### src/logic/tlb_pkg.sv
package tlb_pkg;

    localparam int TLB_NUM   = 16;
    localparam int TLB_IDX_W = 4;

    // the only page sizes supported
    localparam logic [5:0] PS_4K = 6'd12;
    localparam logic [5:0] PS_2M = 6'd21;

    // one half of an even/odd pair
    typedef struct packed {
        logic [19:0] pfn;
        logic [1:0]  mat;
        logic [1:0]  plv;
        logic        d;
        logic        v;
    } tlb_page_t;

    typedef struct packed {
        logic        e;
        logic [18:0] vpn2;
        logic [9:0]  asid;
        logic [5:0]  ps;
        logic        g;
        tlb_page_t   page0;
        tlb_page_t   page1;
    } tlb_entry_t;

    typedef enum logic [1:0] {
        LOAD  = 2'd0,
        STORE = 2'd1,
        FETCH = 2'd2
    } mem_type_e;

    typedef enum logic [2:0] {
        NONE = 3'd0,
        TLBR = 3'd1,
        PIL  = 3'd2,
        PIS  = 3'd3,
        PIF  = 3'd4,
        PME  = 3'd5,
        PPI  = 3'd6
    } excp_e;

    typedef struct packed {
        logic       plv0;
        logic       plv3;
        logic [1:0] mat;
        logic [2:0] vseg;
        logic [2:0] pseg;
    } dmw_cfg_t;

    typedef struct packed {
        logic       da;
        logic [1:0] da_mat;
        logic [9:0] asid;
        dmw_cfg_t   dmw0;
        dmw_cfg_t   dmw1;
    } mmu_csr_t;

    typedef struct packed {
        logic [31:0] vaddr;
        logic [1:0]  plv;
        mem_type_e   mem_type;
    } xlat_req_t;

    typedef struct packed {
        logic [31:0] paddr;
        logic [1:0]  mat;
        excp_e       excp;
    } xlat_rsp_t;

    typedef enum logic [2:0] {
        NOP  = 3'd0,
        RD   = 3'd1,
        WR   = 3'd2,
        FILL = 3'd3,
        SRCH = 3'd4,
        INV  = 3'd5
    } tlb_op_e;

    typedef struct packed {
        tlb_op_e                op;
        logic [TLB_IDX_W-1:0]   index;
        logic [2:0]             inv_op;
        logic [31:0]            key_vaddr;
        logic [9:0]             key_asid;
        tlb_entry_t             entry;
    } tlb_cmd_t;

endpackage
### src/logic/tlb_top.sv
`timescale 1ns/1ps

module tlb_top (
    input  logic                            clk,
    input  logic                            rst_n,
    input  tlb_pkg::mmu_csr_t               csr,

    // fetch port
    input  logic                            xlat_en_0,
    input  tlb_pkg::xlat_req_t              xlat_req_0,
    output logic                            xlat_valid_0,
    output tlb_pkg::xlat_rsp_t              xlat_rsp_0,

    // load/store port
    input  logic                            xlat_en_1,
    input  tlb_pkg::xlat_req_t              xlat_req_1,
    output logic                            xlat_valid_1,
    output tlb_pkg::xlat_rsp_t              xlat_rsp_1,

    // management
    input  logic                            cmd_en,
    input  tlb_pkg::tlb_cmd_t               cmd,
    output tlb_pkg::tlb_entry_t             rd_entry,
    output logic                            srch_hit,
    output logic [tlb_pkg::TLB_IDX_W-1:0]   srch_index,
    output logic                            cmd_done
);
    import tlb_pkg::*;

    tlb_entry_t [TLB_NUM-1:0]   entries;
    logic                       wr_en;
    logic [TLB_IDX_W-1:0]       wr_index;
    tlb_entry_t                 wr_entry;
    logic [TLB_NUM-1:0]         inv_mask;

    tlb_entry_array u_array (
        .clk        (clk),
        .rst_n      (rst_n),
        .wr_en      (wr_en),
        .wr_index   (wr_index),
        .wr_entry   (wr_entry),
        .inv_mask   (inv_mask),
        .entries    (entries)
    );

    tlb_ctrl u_ctrl (
        .clk        (clk),
        .rst_n      (rst_n),
        .cmd_en     (cmd_en),
        .cmd        (cmd),
        .entries    (entries),
        .wr_en      (wr_en),
        .wr_index   (wr_index),
        .wr_entry   (wr_entry),
        .inv_mask   (inv_mask),
        .rd_entry   (rd_entry),
        .srch_hit   (srch_hit),
        .srch_index (srch_index),
        .cmd_done   (cmd_done)
    );

    tlb_translate_port u_port0 (
        .clk        (clk),
        .rst_n      (rst_n),
        .csr        (csr),
        .entries    (entries),
        .xlat_en    (xlat_en_0),
        .xlat_req   (xlat_req_0),
        .xlat_valid (xlat_valid_0),
        .xlat_rsp   (xlat_rsp_0)
    );

    tlb_translate_port u_port1 (
        .clk        (clk),
        .rst_n      (rst_n),
        .csr        (csr),
        .entries    (entries),
        .xlat_en    (xlat_en_1),
        .xlat_req   (xlat_req_1),
        .xlat_valid (xlat_valid_1),
        .xlat_rsp   (xlat_rsp_1)
    );

endmodule

### src/logic/tlb_ctrl.sv
`timescale 1ns/1ps

module tlb_ctrl (
    input  logic                                        clk,
    input  logic                                        rst_n,
    input  logic                                        cmd_en,
    input  tlb_pkg::tlb_cmd_t                           cmd,
    input  tlb_pkg::tlb_entry_t [tlb_pkg::TLB_NUM-1:0]  entries,
    output logic                                        wr_en,
    output logic [tlb_pkg::TLB_IDX_W-1:0]               wr_index,
    output tlb_pkg::tlb_entry_t                         wr_entry,
    output logic [tlb_pkg::TLB_NUM-1:0]                 inv_mask,
    output tlb_pkg::tlb_entry_t                         rd_entry,
    output logic                                        srch_hit,
    output logic [tlb_pkg::TLB_IDX_W-1:0]               srch_index,
    output logic                                        cmd_done
);
    import tlb_pkg::*;

    logic [TLB_NUM-1:0]     va_hit;
    logic [TLB_NUM-1:0]     asid_hit;
    logic [TLB_NUM-1:0]     g_vec;
    logic [TLB_NUM-1:0]     srch_vec;
    logic [TLB_IDX_W-1:0]   srch_idx_nxt;
    logic [TLB_IDX_W-1:0]   fill_ptr;
    logic                   is_rd;
    logic                   is_wr;
    logic                   is_fill;
    logic                   is_srch;
    logic                   is_inv;

    tlb_match u_match (
        .entries    (entries),
        .vaddr      (cmd.key_vaddr),
        .asid       (cmd.key_asid),
        .va_hit     (va_hit),
        .asid_hit   (asid_hit)
    );

    assign is_rd   = cmd_en && (cmd.op == RD);
    assign is_wr   = cmd_en && (cmd.op == WR);
    assign is_fill = cmd_en && (cmd.op == FILL);
    assign is_srch = cmd_en && (cmd.op == SRCH);
    assign is_inv  = cmd_en && (cmd.op == INV);

    assign wr_en    = is_wr || is_fill;
    assign wr_index = is_fill ? fill_ptr : cmd.index;
    assign wr_entry = cmd.entry;

    always_comb begin
        for (int i = 0; i < TLB_NUM; i++) begin
            g_vec[i] = entries[i].g;
        end
    end

    assign srch_vec = va_hit & (g_vec | asid_hit);

    always_comb begin
        srch_idx_nxt = '0;
        for (int i = TLB_NUM - 1; i >= 0; i--) begin
            if (srch_vec[i]) begin
                srch_idx_nxt = TLB_IDX_W'(i);
            end
        end
    end

    // invalidate selection by op
    always_comb begin
        inv_mask = '0;
        if (is_inv) begin
            case (cmd.inv_op)
                3'd0, 3'd1: inv_mask = '1;
                3'd2:       inv_mask = g_vec;
                3'd3:       inv_mask = ~g_vec;
                3'd4:       inv_mask = ~g_vec & asid_hit;
                3'd5:       inv_mask = ~g_vec & asid_hit & va_hit;
                3'd6:       inv_mask = (g_vec | asid_hit) & va_hit;
                default:    inv_mask = '0;
            endcase
        end
    end

    // round robin fill pointer
    always_ff @(posedge clk or negedge rst_n) begin
        if (!rst_n) begin
            fill_ptr <= '0;
            srch_hit <= 1'b0;
            cmd_done <= 1'b0;
        end else begin
            cmd_done <= cmd_en;
            if (is_fill) begin
                fill_ptr <= fill_ptr + TLB_IDX_W'(1);
            end
            if (is_srch) begin
                srch_hit <= |srch_vec;
            end
        end
    end

    always_ff @(posedge clk) begin
        if (is_rd) begin
            rd_entry <= entries[cmd.index];
        end
        if (is_srch) begin
            srch_index <= srch_idx_nxt;
        end
    end

endmodule

### src/logic/tlb_translate_port.sv
`timescale 1ns/1ps

module tlb_translate_port (
    input  logic                                        clk,
    input  logic                                        rst_n,
    input  tlb_pkg::mmu_csr_t                           csr,
    input  tlb_pkg::tlb_entry_t [tlb_pkg::TLB_NUM-1:0]  entries,
    input  logic                                        xlat_en,
    input  tlb_pkg::xlat_req_t                          xlat_req,
    output logic                                        xlat_valid,
    output tlb_pkg::xlat_rsp_t                          xlat_rsp
);
    import tlb_pkg::*;

    typedef struct packed {
        xlat_req_t      req;
        logic           da;
        logic [1:0]     da_mat;
        logic           dmw_hit;
        logic [31:0]    dmw_paddr;
        logic [1:0]     dmw_mat;
        logic           tlb_hit;
        tlb_entry_t     entry;
    } stage_t;

    logic [TLB_NUM-1:0]     va_hit;
    logic [TLB_NUM-1:0]     asid_hit;
    logic [TLB_NUM-1:0]     hit_vec;
    logic                   dmw0_hit;
    logic                   dmw1_hit;
    logic [31:0]            dmw0_paddr;
    logic [31:0]            dmw1_paddr;
    logic [1:0]             dmw0_mat;
    logic [1:0]             dmw1_mat;
    stage_t                 stage_d;
    stage_t                 stage_q;
    tlb_page_t              page;
    logic                   odd;

    tlb_match u_match (
        .entries    (entries),
        .vaddr      (xlat_req.vaddr),
        .asid       (csr.asid),
        .va_hit     (va_hit),
        .asid_hit   (asid_hit)
    );

    tlb_dmw_check u_dmw0 (
        .dmw    (csr.dmw0),
        .vaddr  (xlat_req.vaddr),
        .plv    (xlat_req.plv),
        .hit    (dmw0_hit),
        .paddr  (dmw0_paddr),
        .mat    (dmw0_mat)
    );

    tlb_dmw_check u_dmw1 (
        .dmw    (csr.dmw1),
        .vaddr  (xlat_req.vaddr),
        .plv    (xlat_req.plv),
        .hit    (dmw1_hit),
        .paddr  (dmw1_paddr),
        .mat    (dmw1_mat)
    );

    assign hit_vec = va_hit & (asid_hit | global_bits(entries));

    function automatic logic [TLB_NUM-1:0] global_bits(
        input tlb_entry_t [TLB_NUM-1:0] ent
    );
        logic [TLB_NUM-1:0] g;
        for (int i = 0; i < TLB_NUM; i++) begin
            g[i] = ent[i].g;
        end
        return g;
    endfunction

    // dmw0 ahead of dmw1 and the lowest tlb index wins
    always_comb begin
        stage_d.req       = xlat_req;
        stage_d.da        = csr.da;
        stage_d.da_mat    = csr.da_mat;
        stage_d.dmw_hit   = dmw0_hit || dmw1_hit;
        stage_d.dmw_paddr = dmw0_hit ? dmw0_paddr : dmw1_paddr;
        stage_d.dmw_mat   = dmw0_hit ? dmw0_mat : dmw1_mat;
        stage_d.tlb_hit   = |hit_vec;
        stage_d.entry     = entries[0];
        for (int i = TLB_NUM - 1; i >= 0; i--) begin
            if (hit_vec[i]) begin
                stage_d.entry = entries[i];
            end
        end
    end

    always_ff @(posedge clk) begin
        if (xlat_en) begin
            stage_q <= stage_d;
        end
    end

    always_ff @(posedge clk or negedge rst_n) begin
        if (!rst_n) begin
            xlat_valid <= 1'b0;
        end else begin
            xlat_valid <= xlat_en;
        end
    end

    // odd page bit sits just above the page offset
    assign odd  = (stage_q.entry.ps == PS_2M) ? stage_q.req.vaddr[21] : stage_q.req.vaddr[12];
    assign page = odd ? stage_q.entry.page1 : stage_q.entry.page0;

    always_comb begin
        xlat_rsp.paddr = stage_q.req.vaddr;
        xlat_rsp.mat   = stage_q.da_mat;
        xlat_rsp.excp  = NONE;
        if (stage_q.da) begin
            xlat_rsp.mat = stage_q.da_mat;
        end else if (stage_q.dmw_hit) begin
            xlat_rsp.paddr = stage_q.dmw_paddr;
            xlat_rsp.mat   = stage_q.dmw_mat;
        end else begin
            if (stage_q.entry.ps == PS_2M) begin
                xlat_rsp.paddr = {page.pfn[19:9], stage_q.req.vaddr[20:0]};
            end else begin
                xlat_rsp.paddr = {page.pfn, stage_q.req.vaddr[11:0]};
            end
            xlat_rsp.mat = page.mat;
            if (!stage_q.tlb_hit) begin
                xlat_rsp.excp = TLBR;
            end else if (!page.v) begin
                case (stage_q.req.mem_type)
                    FETCH:   xlat_rsp.excp = PIF;
                    STORE:   xlat_rsp.excp = PIS;
                    default: xlat_rsp.excp = PIL;
                endcase
            end else if (stage_q.req.plv > page.plv) begin
                xlat_rsp.excp = PPI;
            end else if ((stage_q.req.mem_type == STORE) && !page.d) begin
                xlat_rsp.excp = PME;
            end
        end
    end

endmodule

### src/logic/tlb_dmw_check.sv
`timescale 1ns/1ps

module tlb_dmw_check (
    input  tlb_pkg::dmw_cfg_t   dmw,
    input  logic [31:0]         vaddr,
    input  logic [1:0]          plv,
    output logic                hit,
    output logic [31:0]         paddr,
    output logic [1:0]          mat
);

    logic seg_match;
    logic plv_ok;

    assign seg_match = (vaddr[31:29] == dmw.vseg);

    // only plv 0 and 3 have enables
    assign plv_ok = ((plv == 2'd0) && dmw.plv0) || ((plv == 2'd3) && dmw.plv3);

    assign hit   = seg_match && plv_ok;
    assign paddr = {dmw.pseg, vaddr[28:0]};
    assign mat   = dmw.mat;

endmodule

### src/logic/tlb_match.sv
`timescale 1ns/1ps

module tlb_match (
    input  tlb_pkg::tlb_entry_t [tlb_pkg::TLB_NUM-1:0]  entries,
    input  logic [31:0]                                 vaddr,
    input  logic [9:0]                                  asid,
    output logic [tlb_pkg::TLB_NUM-1:0]                 va_hit,
    output logic [tlb_pkg::TLB_NUM-1:0]                 asid_hit
);
    import tlb_pkg::*;

    always_comb begin
        for (int i = 0; i < TLB_NUM; i++) begin
            // 2M pages drop vaddr[20:13] from the compare
            if (entries[i].ps == PS_2M) begin
                va_hit[i] = entries[i].e && (entries[i].vpn2[18:8] == vaddr[31:21]);
            end else begin
                va_hit[i] = entries[i].e && (entries[i].vpn2 == vaddr[31:13]);
            end
            asid_hit[i] = (entries[i].asid == asid);
        end
    end

endmodule

### src/logic/tlb_entry_array.sv
`timescale 1ns/1ps

module tlb_entry_array (
    input  logic                                        clk,
    input  logic                                        rst_n,
    input  logic                                        wr_en,
    input  logic [tlb_pkg::TLB_IDX_W-1:0]               wr_index,
    input  tlb_pkg::tlb_entry_t                         wr_entry,
    input  logic [tlb_pkg::TLB_NUM-1:0]                 inv_mask,
    output tlb_pkg::tlb_entry_t [tlb_pkg::TLB_NUM-1:0]  entries
);
    import tlb_pkg::*;

    // exist bits held apart from the entry body
    logic [TLB_NUM-1:0]             exist_q;
    tlb_entry_t [TLB_NUM-1:0]       body_q;
    logic [TLB_NUM-1:0]             wr_sel;

    always_comb begin
        for (int i = 0; i < TLB_NUM; i++) begin
            wr_sel[i] = wr_en && (wr_index == TLB_IDX_W'(i));
        end
    end

    // write beats invalidate on the same entry
    always_ff @(posedge clk or negedge rst_n) begin
        if (!rst_n) begin
            exist_q <= '0;
        end else begin
            for (int i = 0; i < TLB_NUM; i++) begin
                if (wr_sel[i]) begin
                    exist_q[i] <= wr_entry.e;
                end else if (inv_mask[i]) begin
                    exist_q[i] <= 1'b0;
                end
            end
        end
    end

    always_ff @(posedge clk) begin
        for (int i = 0; i < TLB_NUM; i++) begin
            if (wr_sel[i]) begin
                body_q[i] <= wr_entry;
            end
        end
    end

    // flattened view for all lookups
    always_comb begin
        for (int i = 0; i < TLB_NUM; i++) begin
            entries[i]   = body_q[i];
            entries[i].e = exist_q[i];
        end
    end

endmodule

### config.mk
export PLATFORM = sky130hd
export DESIGN_NAME = tlb_top
export DESIGN_NICKNAME = d
export VERILOG_FILES = /design/src/logic/tlb_pkg.sv /design/src/logic/tlb_top.sv /design/src/logic/tlb_ctrl.sv /design/src/logic/tlb_translate_port.sv /design/src/logic/tlb_dmw_check.sv /design/src/logic/tlb_match.sv /design/src/logic/tlb_entry_array.sv
export SDC_FILE = /design/constraint.sdc
export NUM_CORES = 2
export LEC_CHECK = 0
export ABC_CLOCK_PERIOD_IN_PS = 5560
export BUFFER_PORTS_ARGS = -buffer_cell sky130_fd_sc_hd__buf_4
export CORE_ASPECT_RATIO = 0.75
export CORE_MARGIN = 3
export CORE_UTILIZATION = 36
export DETAILED_ROUTE_END_ITERATION = 12
export SYNTH_ARGS = -nofsm -noshare
export SYNTH_HDL_FRONTEND = slang
export SYNTH_SLANG_ARGS = --single-unit
### constraint.sdc
create_clock -name clk -period 5.56 [get_ports clk]
set_input_delay 0.278 -clock clk [delete_from_list [all_inputs] [get_ports clk]]
set_output_delay 0.278 -clock clk [all_outputs]
set_load 0.01 [all_outputs]
==> reports/metrics.cfg <==
[logic_synthesis]
ys_seq_area_frac=0.523
async_reset_ff_frac=0.0138
synth-edff-count=1709
avgSynthCellArea_sq_um=12.5
yosysWarningCount=0
yosys_most_used_dff=edfxtp_1
synth_cells=7930
synth-seq-cells=1733
synth.largest_area_cell=edfxtp_1
synth.distinct_cells=78
ys_top_cells_by_area=edfxtp_1, mux4_2, xor2_1
synth_fp_nets=8186
netlist_area_sq_um=99400
synth_top_area_frac=0.517

[floorplan]
dieArea_sq_um=282000
ioPinCount=422
die_y_microns=461
die_w_microns=613
num_rows=166
initial_utilization=0.363
core_sq_um=274000

[drt]
vias=83148
drt-vias-per-instance=6.92
post-route-drc-count=0
ant_nets=0
firstDrtPassIters=9
wl_per_cell_microns=40.7
routed_wl_mm=489
drtIter0Drc=15659

[setup_path]
crit_required_ns=6.17
r2r_setup_slack_ns=0.43
reg2reg_from=u_array.entries[778]
rr_endpoint=u_port0.stage_q[37]
cp.arrival_ns=5.74
startpoint_type=flop
worstSetupPathType=flop to flop
crit_path_end_kind=flop
r2r_cells=10
cp_max_fo=21

[timing]
skew_ns=0.0913
tightest_slew_ns=1.42
rsz0062_at_grt=false
slew_viol_final=0
fin_crit_sh=0.923
finalSetupViolCount=0
max_slew_margin=0.0529
hold_ws_ns=-0.0153
fmax_ghz=0.195
min_period_ns=5.13
final_hold_viol_count=1

[run]
drv_cap=0

[grt]
use_met2=0.448
grt_overflow=0
grt_pass1_wl_mm=656
grt-busiest-layer=met2
met1_usage=0.444
first_global_vias=77713
grtUsageTotal=0.334
grt_max_degree=116
grtUsageMet3=0.161
antenna_found_initial=59

[power]
peakVddDrop_v=0.000229
p_leak_nw=37.2
power_density_nw_per_um2=267

[cts]
clk_latency_ns=0.92
cts.clk_slew.worst_paths_ns=0.06
cts_buffers=195
cts_tree=done
cts_resized=0
cts-root-buf=clkbuf_16
cts_setup_buffers=0
clock-sinks=1733
h-tree-depth=4
clockBufferDepth=4
cts_hold_buf=191

[finish]
mostFrequentLayoutCells=edfxtp_1, xor2_1, xnor2_1
final_common_cell=edfxtp_1
design_area_sq_um=115000
drive_gt1_frac=0.184
finish.utilization=0.419
fin_nets=8485
layout.cells.non_filler=12019
area_growth_syn_to_layout_pct=15.5

[place]
place_inst=11453
dp_hpwl_mm=303
gp_congestion=1.00
place_area_sq_um=107000
port_buffers=408

[min_path]
min_to=u_port1.xlat_valid
hold_start=xlat_en_1
hp-class=input pin to flop
hold_depth=1

[run_status]
status=finished with violations
violations=hold timing

[state kept, by name, indices dropped and copies added (netlist names)]
name and cells:
u_ctrl.rd_entry 89, u_array.entries 1408, u_port1.xlat_valid 1, u_ctrl.srch_index 4, u_ctrl.fill_ptr 4, u_port1.stage_q 104, u_ctrl.cmd_done 1, u_port0.stage_q 104
u_array.exist_q 16, u_port0.xlat_valid 1, u_ctrl.srch_hit 1
[where the power goes]
part | leakage, nW | switching (mW) | internal (mW) | total (mW)
combinational | 18.5 | 1.93 | 1.15 | 3.08
clock | 2.87 | 5.60 | 7.08 | 12.7
sequential | 15.9 | 0.326 | 14.6 | 14.9
total | 37.2 | 7.86 | 22.8 | 30.7
[cell families after synthesis]
kind of cell	count (synthesis)	synth area share
and+or+nand+nor	1739	0.0936
muxes	519	0.109
adders and majority gates	6	0.000730
AOI/OAI and AO/OA	1817	0.128
DFF	1733	0.523
buffers and inverters	869	0.0368
xor gates and xnor gates	1247	0.110
[critical path: stages (launching register included)]
cell and delay, ns:
edfxtp_1 0.53, xnor2_1 0.21, and4_1 0.23, a32oi_1 0.51, or3_4 0.59, o41ai_4 0.26, nor2_4 1.04, buf_4 0.51
a311oi_1 0.17, a2111oi_1 0.60, o31ai_1 0.18
[worst max-delay path by stage]
| stage | from | end | slack, ns | depth (start not counted) |
|---|---|---|---|---|
| after floorplan | cmd[134] | u_array.exist_q[13] | -0.32 | 7 |
| after global placement | csr[24] | u_port0.stage_q[42] | 0.72 | 11 |
| after detailed placement | csr[24] | u_port0.stage_q[48] | 0.72 | 11 |
| after CTS | u_port1.stage_q[58] | xlat_rsp_1[0] | 0.61 | 11 |
| after global routing | u_port1.stage_q[58] | xlat_rsp_1[0] | 0.41 | 11 |
| final | u_array.entries[778] | u_port0.stage_q[37] | 0.43 | 10 |
[metrics by stage]
step | TNS [ns] | setup WS (ns) | power, mW
3_5_place_dp | 0 | 0.725 | 18.0
6_report | 0 | 0.431 | 30.7
4_1_cts | 0 | 0.609 | 30.7
5_1_grt | 0 | 0.406 | 31.4
3_3_place_gp | 0 | 0.720 | 18.0
2_1_floorplan | -75.52 | -0.317 | 16.6
[metal layers]
layer  wire length (microns)  vias to the layer above  part of all wire
li1                        -                    31680                 -
met1                  180000                    41136              0.37
met2                  191000                     8478              0.39
met3                   87000                     1830              0.18
met4                   31400                       24             0.064
met5                     173                        -           0.00035
[area by class of cell]
cell class / count / area, sq um
diodes: 30 / 75.1
clock buffers: 245 / 5150
clock inverters: 100 / 793
fillers: 25044 / 159000
inverters: 146 / 556
multi-input cells: 5328 / 44300
flip-flops and latches: 1733 / 51900
well taps: 3612 / 4520
repair buffers: 825 / 7460
[Yosys cell counts, types with 119 or more instances]
cell      count
o21ai_0     263
nand2_1     250
nor3_1      136
a21o_1      119
a21oi_1     334
inv_1       145
xnor2_1     575
buf_2       140
nand4_1     143
edfxtp_1   1709
nor4_1      212
clkbuf_1    464
mux4_2      445
nand3_1     215
xor2_1      672
nor2_1      320
a311oi_1    167
Power figures use the tool's default switching activity.
